[config.mk]
export PLATFORM = sky130hd
export DESIGN_NAME = vec_decode_top
export DESIGN_NICKNAME = d
export VERILOG_FILES = /design/src/hdl/vec_decode_pkg.sv /design/src/hdl/vec_arith_decode.sv /design/src/hdl/vec_cfg_decode.sv /design/src/hdl/vec_mem_decode.sv /design/src/hdl/vec_issue_fsm.sv /design/src/hdl/vec_decode_top.sv
export SDC_FILE = /design/constraint.sdc
export NUM_CORES = 1
export LEC_CHECK = 0
export BUFFER_PORTS_ARGS = -buffer_cell sky130_fd_sc_hd__buf_2
export CAP_MARGIN = 20
export CORE_UTILIZATION = 35
export DETAILED_ROUTE_END_ITERATION = 8
export MAX_ROUTING_LAYER = met4
export PLACE_DENSITY = 0.69
export SYNTH_ARGS = -nofsm -noshare
export SYNTH_HDL_FRONTEND = slang
export SYNTH_SLANG_ARGS = --single-unit
export TNS_END_PERCENT = 5
[constraint.sdc]
create_clock -name clk -period 4.05 [get_ports clk]
set_clock_uncertainty 0.1 [all_clocks]
set_input_delay 0.81 -clock clk [delete_from_list [all_inputs] [get_ports clk]]
set_output_delay 0.81 -clock clk [all_outputs]
set_load 0.1 [all_outputs]
[src/hdl/vec_decode_pkg.sv]
package vec_decode_pkg;

    localparam int inst_w = 32;

    typedef enum logic [6:0] {
        V_ARITH = 7'b1010111,
        V_LOAD  = 7'b0000111,
        V_STORE = 7'b0100111
    } v_opcode_e;

    // funct3 picks the operand category or the config group
    typedef enum logic [2:0] {
        OPIVV = 3'b000,
        OPIVX = 3'b100,
        OPIVI = 3'b011,
        OPMVV = 3'b010,
        OPMVX = 3'b110,
        CONF  = 3'b111
    } v_func3_e;

    typedef enum logic [5:0] {
        VADD   = 6'b000000,
        VSUB   = 6'b000010,
        VRSUB  = 6'b000011,
        VMINU  = 6'b000100,
        VMIN   = 6'b000101,
        VMAXU  = 6'b000110,
        VMAX   = 6'b000111,
        VAND   = 6'b001001,
        VOR    = 6'b001010,
        VXOR   = 6'b001011,
        VMSEQ  = 6'b011000,
        VMSNE  = 6'b011001,
        VMSLTU = 6'b011010,
        VMSLT  = 6'b011011,
        VMSLEU = 6'b011100,
        VMSLE  = 6'b011101,
        VMSGTU = 6'b011110,
        VMSGT  = 6'b011111,
        VSLL   = 6'b100101,
        VSRL   = 6'b101000,
        VSRA   = 6'b101001
    } v_func6_vix_e;

    typedef enum logic [5:0] {
        VMULHU  = 6'b100100,
        VMUL    = 6'b100101,
        VMULHSU = 6'b100110,
        VMULH   = 6'b100111
    } v_func6_vx_e;

    typedef enum logic [1:0] {
        MOP_UNIT      = 2'b00,
        MOP_IDX_UNORD = 2'b01,
        MOP_STRIDED   = 2'b10,
        MOP_IDX_ORD   = 2'b11
    } mop_e;

    typedef enum logic [2:0] {
        EXE_ADDSUB = 3'd0,
        EXE_SHIFT  = 3'd1,
        EXE_LOGIC  = 3'd2,
        EXE_MUL    = 3'd3
    } exe_unit_e;

    typedef enum logic [1:0] {
        MUX1_VEC    = 2'd0,
        MUX1_SCALAR = 2'd1,
        MUX1_IMM    = 2'd2
    } mux1_sel_e;

    typedef struct packed {
        logic [5:0] func6;
        logic       vm;
        logic [4:0] vs2;
        logic [4:0] vs1_rs1;     // vs1, rs1 or simm5
        v_func3_e   func3;
        logic [4:0] vd;
        v_opcode_e  opcode;
    } arith_view_t;

    typedef struct packed {
        logic       sel_hi;      // low for vsetvli
        logic       sel_ivli;    // high for vsetivli
        logic [9:0] zimm;
        logic [4:0] rs1;
        v_func3_e   func3;
        logic [4:0] rd;
        v_opcode_e  opcode;
    } cfg_view_t;

    typedef struct packed {
        logic [2:0] nf;
        logic       mew;
        mop_e       mop;
        logic       vm;
        logic [4:0] rs2;         // stride reg or index vreg
        logic [4:0] rs1;         // base address
        logic [2:0] width;
        logic [4:0] vd;
        v_opcode_e  opcode;
    } mem_view_t;

    typedef union packed {
        arith_view_t arith;
        cfg_view_t   cfg;
        mem_view_t   mem;
    } vec_inst_u;

    typedef struct packed {
        logic csr_wr_en;
        logic vl_sel;            // rs1 data or uimm
        logic vtype_sel;         // rs2 data or zimm
        logic rs1rd_de;          // vlmax or comparator
    } cfg_ctrl_t;

    typedef struct packed {
        mux1_sel_e data_mux1_sel;
        logic      data_mux2_sel;    // scalar2 vs vector data2
        logic      vec_reg_wr_en;
        logic      sew_eew_sel;
        logic      vlmax_evlmax_sel;
        logic      emul_vlmul_sel;
    } opnd_ctrl_t;

    typedef struct packed {
        logic ld_inst;
        logic st_inst;
        logic stride_sel;        // unit stride
        logic index_str;
        logic index_unordered;
        logic offset_vec_en;     // data2 used as offset vector
    } mem_ctrl_t;

    typedef struct packed {
        logic      exe_en;
        exe_unit_e exe_unit;
        logic      sub_ctrl;
        logic      add_inst;
        logic      sub_inst;
        logic      rsub_inst;
        logic      sll_inst;
        logic      srl_inst;
        logic      sra_inst;
        logic      mul_inst;
        logic      mul_low;
        logic      mul_high;
        logic      signed_mode;
    } exe_ctrl_t;

    typedef struct packed {
        cfg_ctrl_t  cfg;
        opnd_ctrl_t opnd;
        mem_ctrl_t  mem;
        exe_ctrl_t  exe;
    } vec_ctrl_t;

endpackage

[src/hdl/vec_arith_decode.sv]
`timescale 1ns/10ps

module vec_arith_decode import vec_decode_pkg::*; (
    input  vec_inst_u inst,
    output vec_ctrl_t ctrl
);

    v_func6_vix_e func6_vix;
    v_func6_vx_e  func6_vx;
    mux1_sel_e    mux1;
    logic         is_vv;
    logic         is_vi;

    // one funct6 field, read as integer or multiply op
    assign func6_vix = v_func6_vix_e'(inst.arith.func6);
    assign func6_vx  = v_func6_vx_e'(inst.arith.func6);
    assign is_vv     = (inst.arith.func3 == OPIVV);
    assign is_vi     = (inst.arith.func3 == OPIVI);

    always_comb begin
        case (inst.arith.func3)
            OPIVX, OPMVX: mux1 = MUX1_SCALAR;   // rs1 data
            OPIVI:        mux1 = MUX1_IMM;      // simm5
            default:      mux1 = MUX1_VEC;
        endcase
    end

    always_comb begin
        ctrl = '0;
        if (inst.arith.opcode == V_ARITH) begin
            case (inst.arith.func3)
                OPIVV, OPIVX, OPIVI: begin
                    ctrl.opnd.vec_reg_wr_en = 1'b1;
                    ctrl.opnd.data_mux1_sel = mux1;
                    case (func6_vix)
                        VADD: begin
                            ctrl.exe.exe_en   = 1'b1;
                            ctrl.exe.add_inst = 1'b1;
                        end
                        VSUB: if (!is_vi) begin     // no immediate form
                            ctrl.exe.exe_en   = 1'b1;
                            ctrl.exe.sub_inst = 1'b1;
                            ctrl.exe.sub_ctrl = 1'b1;
                        end
                        VRSUB: if (!is_vv) begin    // scalar or imm only
                            ctrl.exe.exe_en    = 1'b1;
                            ctrl.exe.rsub_inst = 1'b1;
                            ctrl.exe.sub_ctrl  = 1'b1;
                        end
                        VSLL, VSRL, VSRA: begin
                            ctrl.exe.exe_en   = 1'b1;
                            ctrl.exe.exe_unit = EXE_SHIFT;
                            if (is_vv) begin
                                ctrl.exe.sll_inst = (func6_vix == VSLL);
                                ctrl.exe.srl_inst = (func6_vix == VSRL);
                                ctrl.exe.sra_inst = (func6_vix == VSRA);
                            end
                        end
                        VAND, VOR, VXOR, VMSEQ, VMSNE, VMSLEU, VMSLE: begin
                            ctrl.exe.exe_en   = 1'b1;
                            ctrl.exe.exe_unit = EXE_LOGIC;
                        end
                        VMSLTU, VMSLT, VMINU, VMIN, VMAXU, VMAX: if (!is_vi) begin
                            ctrl.exe.exe_en   = 1'b1;
                            ctrl.exe.exe_unit = EXE_LOGIC;
                        end
                        VMSGTU, VMSGT: if (!is_vv) begin
                            ctrl.exe.exe_en   = 1'b1;
                            ctrl.exe.exe_unit = EXE_LOGIC;
                        end
                        default: ;
                    endcase
                end
                OPMVV, OPMVX: begin
                    ctrl.opnd.vec_reg_wr_en = 1'b1;
                    ctrl.opnd.data_mux1_sel = mux1;
                    case (func6_vx)
                        VMUL, VMULH, VMULHU, VMULHSU: begin
                            ctrl.exe.exe_en      = 1'b1;
                            ctrl.exe.exe_unit    = EXE_MUL;
                            ctrl.exe.mul_inst    = 1'b1;
                            ctrl.exe.mul_low     = (func6_vx == VMUL);
                            ctrl.exe.mul_high    = (func6_vx != VMUL);
                            ctrl.exe.signed_mode = (func6_vx != VMULHU);
                        end
                        default: ;
                    endcase
                end
                default: ;                          // CONF handled elsewhere
            endcase
        end
    end

endmodule

[src/hdl/vec_cfg_decode.sv]
`timescale 1ns/10ps

module vec_cfg_decode import vec_decode_pkg::*; (
    input  vec_inst_u inst,
    output vec_ctrl_t ctrl
);

    logic is_cfg;
    logic is_ivli;
    logic avl_vlmax;

    assign is_cfg  = (inst.cfg.opcode == V_ARITH) && (inst.cfg.func3 == CONF);
    assign is_ivli = inst.cfg.sel_hi && inst.cfg.sel_ivli;

    // rs1=x0 with rd!=x0 requests vl = vlmax
    assign avl_vlmax = (inst.cfg.rs1 == 5'd0) && (inst.cfg.rd != 5'd0);

    always_comb begin
        ctrl = '0;
        if (is_cfg) begin
            ctrl.cfg.csr_wr_en = 1'b1;
            if (!inst.cfg.sel_hi) begin         // vsetvli
                ctrl.cfg.vtype_sel = 1'b1;      // zimm
            end else if (inst.cfg.sel_ivli) begin
                ctrl.cfg.vl_sel    = 1'b1;      // uimm
                ctrl.cfg.vtype_sel = 1'b1;
            end
            // vsetivli carries avl as an immediate, never vlmax
            ctrl.cfg.rs1rd_de = is_ivli || !avl_vlmax;
        end
    end

endmodule

[src/hdl/vec_mem_decode.sv]
`timescale 1ns/10ps

module vec_mem_decode import vec_decode_pkg::*; (
    input  vec_inst_u inst,
    output vec_ctrl_t ctrl
);

    logic is_ld;
    logic is_st;

    assign is_ld = (inst.mem.opcode == V_LOAD);
    assign is_st = (inst.mem.opcode == V_STORE);

    always_comb begin
        ctrl = '0;
        if (is_ld || is_st) begin
            ctrl.mem.ld_inst        = is_ld;
            ctrl.mem.st_inst        = is_st;
            ctrl.opnd.vec_reg_wr_en = 1'b1;
            ctrl.opnd.data_mux1_sel = MUX1_SCALAR;     // base address
            case (inst.mem.mop)
                MOP_UNIT, MOP_STRIDED: begin
                    ctrl.mem.stride_sel        = (inst.mem.mop == MOP_UNIT);
                    ctrl.opnd.data_mux2_sel    = 1'b1;  // scalar stride
                    ctrl.opnd.sew_eew_sel      = 1'b1;  // eew
                    ctrl.opnd.vlmax_evlmax_sel = 1'b1;  // evlmax
                    ctrl.opnd.emul_vlmul_sel   = 1'b1;  // emul
                end
                MOP_IDX_UNORD, MOP_IDX_ORD: begin
                    // index vector read as offsets, element width from sew
                    ctrl.mem.index_str         = 1'b1;
                    ctrl.mem.offset_vec_en     = 1'b1;
                    ctrl.mem.index_unordered   = (inst.mem.mop == MOP_IDX_UNORD);
                    ctrl.opnd.vlmax_evlmax_sel = 1'b1;
                end
                default: ;
            endcase
        end
    end

endmodule

[src/hdl/vec_issue_fsm.sv]
`timescale 1ns/10ps

module vec_issue_fsm import vec_decode_pkg::*; (
    input  logic              clk,
    input  logic              rst,
    input  logic              vec_req,
    input  logic [inst_w-1:0] vec_inst,
    output logic              vec_ack,
    output vec_inst_u         inst_q,
    input  vec_ctrl_t         arith_ctrl,
    input  vec_ctrl_t         cfg_ctrl,
    input  vec_ctrl_t         mem_ctrl,
    output vec_ctrl_t         ctrl
);

    typedef enum logic [1:0] {
        IDLE,
        DECODE,
        ACK
    } state_e;

    state_e    state;
    vec_ctrl_t merged;

    // decoders zero every field they do not own
    assign merged = vec_ctrl_t'(arith_ctrl | cfg_ctrl | mem_ctrl);

    always_ff @(posedge clk) begin
        if (rst) begin
            state   <= IDLE;
            vec_ack <= 1'b0;
            ctrl    <= '0;
        end else begin
            case (state)
                IDLE: if (vec_req) begin
                    state <= DECODE;
                end
                DECODE: begin
                    ctrl    <= merged;      // held until next capture
                    vec_ack <= 1'b1;
                    state   <= ACK;
                end
                ACK: if (!vec_req) begin    // core released req
                    vec_ack <= 1'b0;
                    state   <= IDLE;
                end
                default: state <= IDLE;
            endcase
        end
    end

    // instruction register, only loaded on accept
    always_ff @(posedge clk) begin
        if (state == IDLE && vec_req) begin
            inst_q <= vec_inst_u'(vec_inst);
        end
    end

    // ack only answers a request seen on the previous edge
    a_ack_follows_req: assert property (@(posedge clk) disable iff (rst)
        $rose(vec_ack) |-> $past(vec_req));

    a_ld_st_excl: assert property (@(posedge clk) disable iff (rst)
        !(ctrl.mem.ld_inst && ctrl.mem.st_inst));

    a_csr_sel_wr: assert property (@(posedge clk) disable iff (rst)
        (ctrl.cfg.vl_sel || ctrl.cfg.vtype_sel) |-> ctrl.cfg.csr_wr_en);

endmodule

[src/hdl/vec_decode_top.sv]
`timescale 1ns/10ps

module vec_decode_top import vec_decode_pkg::*; (
    input  logic              clk,
    input  logic              rst,
    input  logic              vec_req,
    input  logic [inst_w-1:0] vec_inst,
    output logic              vec_ack,
    output vec_ctrl_t         ctrl
);

    vec_inst_u inst_q;
    vec_ctrl_t arith_ctrl;
    vec_ctrl_t cfg_ctrl;
    vec_ctrl_t mem_ctrl;

    vec_issue_fsm u_fsm (
        .clk        (clk),
        .rst        (rst),
        .vec_req    (vec_req),
        .vec_inst   (vec_inst),
        .vec_ack    (vec_ack),
        .inst_q     (inst_q),
        .arith_ctrl (arith_ctrl),
        .cfg_ctrl   (cfg_ctrl),
        .mem_ctrl   (mem_ctrl),
        .ctrl       (ctrl)
    );

    vec_arith_decode u_arith (.inst(inst_q), .ctrl(arith_ctrl));
    vec_cfg_decode   u_cfg   (.inst(inst_q), .ctrl(cfg_ctrl));
    vec_mem_decode   u_mem   (.inst(inst_q), .ctrl(mem_ctrl));

endmodule

### Word-level counts from Yosys, hierarchy flattened

Cells that the tools add are included.
Widths: inputs -> output; s select.

* register bits after elaboration: 67
* output and inout bits: 33
* word-level logic and storage cells: 140

* equal/unequal tests: 40
* multiplexer cells: 37
* bitwise gates (word level): 2
* reductions and logical operators: 29

Operator list (number)
* $eq 6x5->1 const B: 8
* $eq 6x6->1 const B: 6
* $or 28x32->32: 1
* $or 32x28->32: 1
* $eq 6x3->1 const B: 4
* $mux 4: 6
* $eq 6x4->1 const B: 3
* $mux 15: 1
* $mux 1: 13
* $eq 6x2->1 const B: 2
* $mux 12: 1
* $ne 6x6->1 const B: 2
* $pmux 3 s4: 1
* $reduce_or 11->1: 1
* $mux 2: 5
* $reduce_or 2->1: 5
* $eq 3x3->1 const B: 3
* $mux 3: 3
* $pmux 4 s2: 1
* $reduce_or 4->1: 2
* $eq 7x3->1 const B: 1
* $eq 7x6->1 const B: 1
* $eq 7x7->1 const B: 1
* $mux 7: 1
* 22 further kinds: 35

### Longest topological paths before layout

* depth in word-level cells: 7
* gate-level depth with buffers: 6
* gate-level depth less buffers: 5

### Cells and area by module

A second synthesis with hierarchy kept.

* cell total of the unflattened synthesis: 356
* area total of the unflattened synthesis: 3813.7 sq um

By module, submodules not included
* vec_issue_fsm: instances 1, cells an instance 185, area an instance 2690.1 sq um
* vec_arith_decode: instances 1, cells an instance 88, area an instance 553.0 sq um
* vec_cfg_decode: instances 1, cells an instance 45, area an instance 312.8 sq um
* vec_mem_decode: instances 1, cells an instance 38, area an instance 257.7 sq um

### Worst setup path after synthesis

Ideal clock, no wire load.

* path type: input -> register
* start point: input port vec_req
* end point: register u_fsm.inst_q[0] (netlist name), enable pin
* setup time: 0.449 ns
* arrival time: 2.788 ns
* required time: 3.501 ns
* setup slack: 0.713 ns
* stages on the path: 1
* buffers on the path: 0
* cells stage by stage: nor3b_1

* cells in the longest elaborated chain, start to end: 1

RTL lines
* start, declared: line vec_decode_top.sv:6 `input logic vec_req,`
* $logic_and 1x1->1: line vec_issue_fsm.sv:54 `if (state == IDLE && vec_req) begin`
* end signal, assigned: line vec_issue_fsm.sv:55 `inst_q <= vec_inst_u'(vec_inst);`
* end, declared: line vec_issue_fsm.sv:9 `output vec_inst_u inst_q,`

Every way passes these cells.
A chain may end at the register's enable or synchronous reset.

### Worst setup path after layout

* start point: register, netlist name u_fsm.ctrl[21]
* end point: output port ctrl[21] (netlist name)

RTL lines
* end, declared: line vec_decode_top.sv:9 `output vec_ctrl_t ctrl`

No word-level cell between the ends.

==> results.yml <==
yosys:
  postSynthCellCount: 198
  syn_nets: 233
  post_synth.cell_area_avg_sq_um: 11.3
  ys_async_sr_fraction: 0
  sequential_to_total_area_share_from_yosys_stat: 0.627
  ff_latch_count_synth: 57
  synth.yosys.warnings: 0
  synthesis.area_sq_um: 2230
  synth.largest_area_cell: "sky130_fd_sc_hd__edfxtp_1"
  yosysTopAreaCellShare: 0.349
  netlist_top_cells_area: "sky130_fd_sc_hd__edfxtp_1 35%, sky130_fd_sc_hd__dfxtp_1 28%, sky130_fd_sc_hd__nor2_1 4.4%, sky130_fd_sc_hd__a21oi_1 4.0%, sky130_fd_sc_hd__a22oi_1 3.0%"
  synth-main-ff-cell: "sky130_fd_sc_hd__dfxtp_1"
  synthDistinctLibCells: 47
  synth_edf_count: 26
critical_path:
  critical_path_class: "flop to primary output"
  critPathCaptureType: "primary output"
  cp_data_required_time_ns: 3.14
  rr_worst_depth: 5
  worstPathArrival_ns: 1.15
  regToRegSetupSlack_ns: 2.06
  r2r-end: "u_fsm.ctrl[14]$_SDFFE_PP0P_"
  timing.critical_path.slowest_stage_cell: "sky130_fd_sc_hd__buf_2"
  critical_path.top_delay_family: "buffers and inverters"
  critical_path_buf_inv_count: 1
  reg2reg_from: "u_fsm.inst_q[12]$_DFFE_PP_"
  worst_setup_path_start_kind: "flop"
  crit_fanout: 4
  critical_path.max_stage_delay_ns: 0.44
  path_cells: "buf_2"
job:
  drv.max_cap_violation_count: 0
route:
  detail_route.vias_per_cell: 5.01
  avgRoutedWirePerCell_um: 13.8
  first_pass_iters: 4
  route.final.wire_length_um: 4650
  vias: 1694
  drt-initial-drc-count: 62
  drtAntennaViolNets: 0
  remaining_drc_errors: 0
clock_network:
  cts_buf_count: 9
  clkTransAtPathRegs_ns: 0.07
  cts_post_setup_buffers_inserted: 0
  htree_levels: 3
  post_cts_resized: 0
  cts_hold_repair.buffers: 0
  cts_num_sinks: 57
  clk_path_buf_depth: 2
  cts_tree: "yes"
  clk_root_buffer_cell: "sky130_fd_sc_hd__clkbuf_8"
  worst_skew_pair.late_latency_ns: 0.34
timing:
  max_freq_mhz: 485
  layout_worst_path_cycle_share: 0.509
  finalWorstPathRequiredPeriod_ns: 2.06
  rsz0062_at_grt: "false"
  finalMaxSlewViolations: 0
  final_worst_path_setup_slack_ns: 1.99
  finalHoldViolCount: 0
  setup_tns_ns: 0
  tightestPinTransition_ns: 0.723
  slew_headroom: 0.515
  setup_viol: 0
floorplanning:
  floorplan.io_pins: 68
  rows: 28
  floorplan.initialDensity: 0.371
  floorplan.die.height_um: 81.9
  core_sq_um: 6030
  dieArea_sq_um: 6710
  dieWidth_um: 81.9
cells_and_area:
  antenna_fix_cells: 0
  layout.nets: 293
  most_common_cell_after_layout_fill_and_taps_aside: "sky130_fd_sc_hd__buf_2"
  layout.cells.non_filler: 338
  most-common-layout-cells: "60 x sky130_fd_sc_hd__buf_2, 31 x sky130_fd_sc_hd__dfxtp_1, 26 x sky130_fd_sc_hd__nor2_1, 26 x sky130_fd_sc_hd__edfxtp_1, 18 x sky130_fd_sc_hd__a21oi_1"
  final_layout_size_suffix_gt1_frac: 0.323
  filler_cell_count: 564
  area_growth_syn_to_layout_pct: 25.9
  layout.core_utilization: 0.467
pwr:
  cellPowerDensity_nw_per_um2: 464
  leakage_uw: 0.00114
  report.power.total_uw: 1310
  vdd.ir_drop.worst_mv: 0.265
run_status:
  status: "finished clean"
placed_design:
  gp_congestion: 0.846
  place.port_buffers: 60
  dpl_worst_slack_ns: 2.08
  place_inst: 321
  hpwl_um: 3220
min_path:
  whs_endpoint: "u_fsm.ctrl[8]$_SDFFE_PP0P_"
  min_path_type: "flop to flop"
  hold_start: "u_fsm.ctrl[8]$_SDFFE_PP0P_"
  holdPathStages: 2
global_route:
  grt_pass1_vias: 1640
  grt_antenna_before_repair: 0
  global_route_wire_length_before_repair_um: 7620
  grt_max_degree: 32
  globalRouteTotalUtil: 0.163
  grt_overflow: 0
-- per-stage QoR --
stage                     instance area [sq um]  hold slack (ns)
after CTS                                  2790            0.353
after global placement                     2560            0.338
after floorplan                            2230            0.367
after global routing                       2810            0.380
final                                      2810            0.351
after detailed placement                   2560            0.344
-- Yosys cell counts, types with 2 or more instances --
cell type,count
sky130_fd_sc_hd__dfxtp_1,31
sky130_fd_sc_hd__or4_1,2
sky130_fd_sc_hd__a211oi_1,2
sky130_fd_sc_hd__nor2_1,26
sky130_fd_sc_hd__nor3_1,2
sky130_fd_sc_hd__edfxtp_1,26
sky130_fd_sc_hd__buf_4,4
sky130_fd_sc_hd__nand3b_1,2
sky130_fd_sc_hd__and3_1,2
sky130_fd_sc_hd__and3b_1,2
sky130_fd_sc_hd__a21oi_1,18
sky130_fd_sc_hd__nand2_1,15
sky130_fd_sc_hd__o21ai_0,4
sky130_fd_sc_hd__a22oi_1,9
sky130_fd_sc_hd__and4_1,2
sky130_fd_sc_hd__a32oi_1,5
sky130_fd_sc_hd__nand2b_1,2
sky130_fd_sc_hd__clkbuf_1,6
sky130_fd_sc_hd__o21bai_1,2
sky130_fd_sc_hd__inv_1,5
sky130_fd_sc_hd__nor2b_1,4
sky130_fd_sc_hd__nand4_1,2
-- registers in the layout, indices dropped and copies added (netlist names) --
register	flops
u_fsm.inst_q	26
u_fsm.state	2
u_fsm.vec_ack	1
u_fsm.ctrl	28
-- metal layers --
| layer | track usage | share of wire |
|---|---|---|
| met2 | 0.245 | 0.46 |
| met1 | 0.188 | 0.45 |
| met5 | - | 0 |
| met4 | 0.0737 | 0.014 |
| met3 | 0.0711 | 0.078 |
-- final cells by class --
cell class	instances	area (sq um)	share of cell area
tap	75	93.8	0.0333
inverter	5	18.8	0.00667
sequential	57	1400	0.498
timing repair buffer	62	335	0.119
clock inverter	7	103	0.0365
multi-input combinational	123	738	0.262
clock buffer	9	124	0.0440
-- how the worst max path moves through the flow --
| stage | startpoint | to | cells past startpoint |
|---|---|---|---|
| detailed placement | u_fsm.inst_q[30]$_DFFE_PP_ | u_fsm.ctrl[0]$_SDFFE_PP0P_ | 5 |
| global route | u_fsm.ctrl[21]$_SDFFE_PP0P_ | ctrl[21] | 1 |
| floorplan | vec_req | u_fsm.inst_q[0]$_DFFE_PP_ | 1 |
| finish | u_fsm.ctrl[21]$_SDFFE_PP0P_ | ctrl[21] | 1 |
| global placement | u_fsm.inst_q[30]$_DFFE_PP_ | u_fsm.ctrl[0]$_SDFFE_PP0P_ | 5 |
| CTS | u_fsm.ctrl[21]$_SDFFE_PP0P_ | ctrl[25] | 1 |
-- power by group --
part	total [uW]	switching, uW	internal [uW]
clock network	587	237	351
logic	76.9	49.4	27.5
registers	643	16.9	626
-- logic make-up after synthesis --
family          after synthesis  synth area share
compound gates               48             0.147
other cells                   1           0.00168
flops                        57             0.627
simple gates                 74             0.180
buf+inv                      18            0.0448
Note: power is estimated with default switching activity, not from simulation.
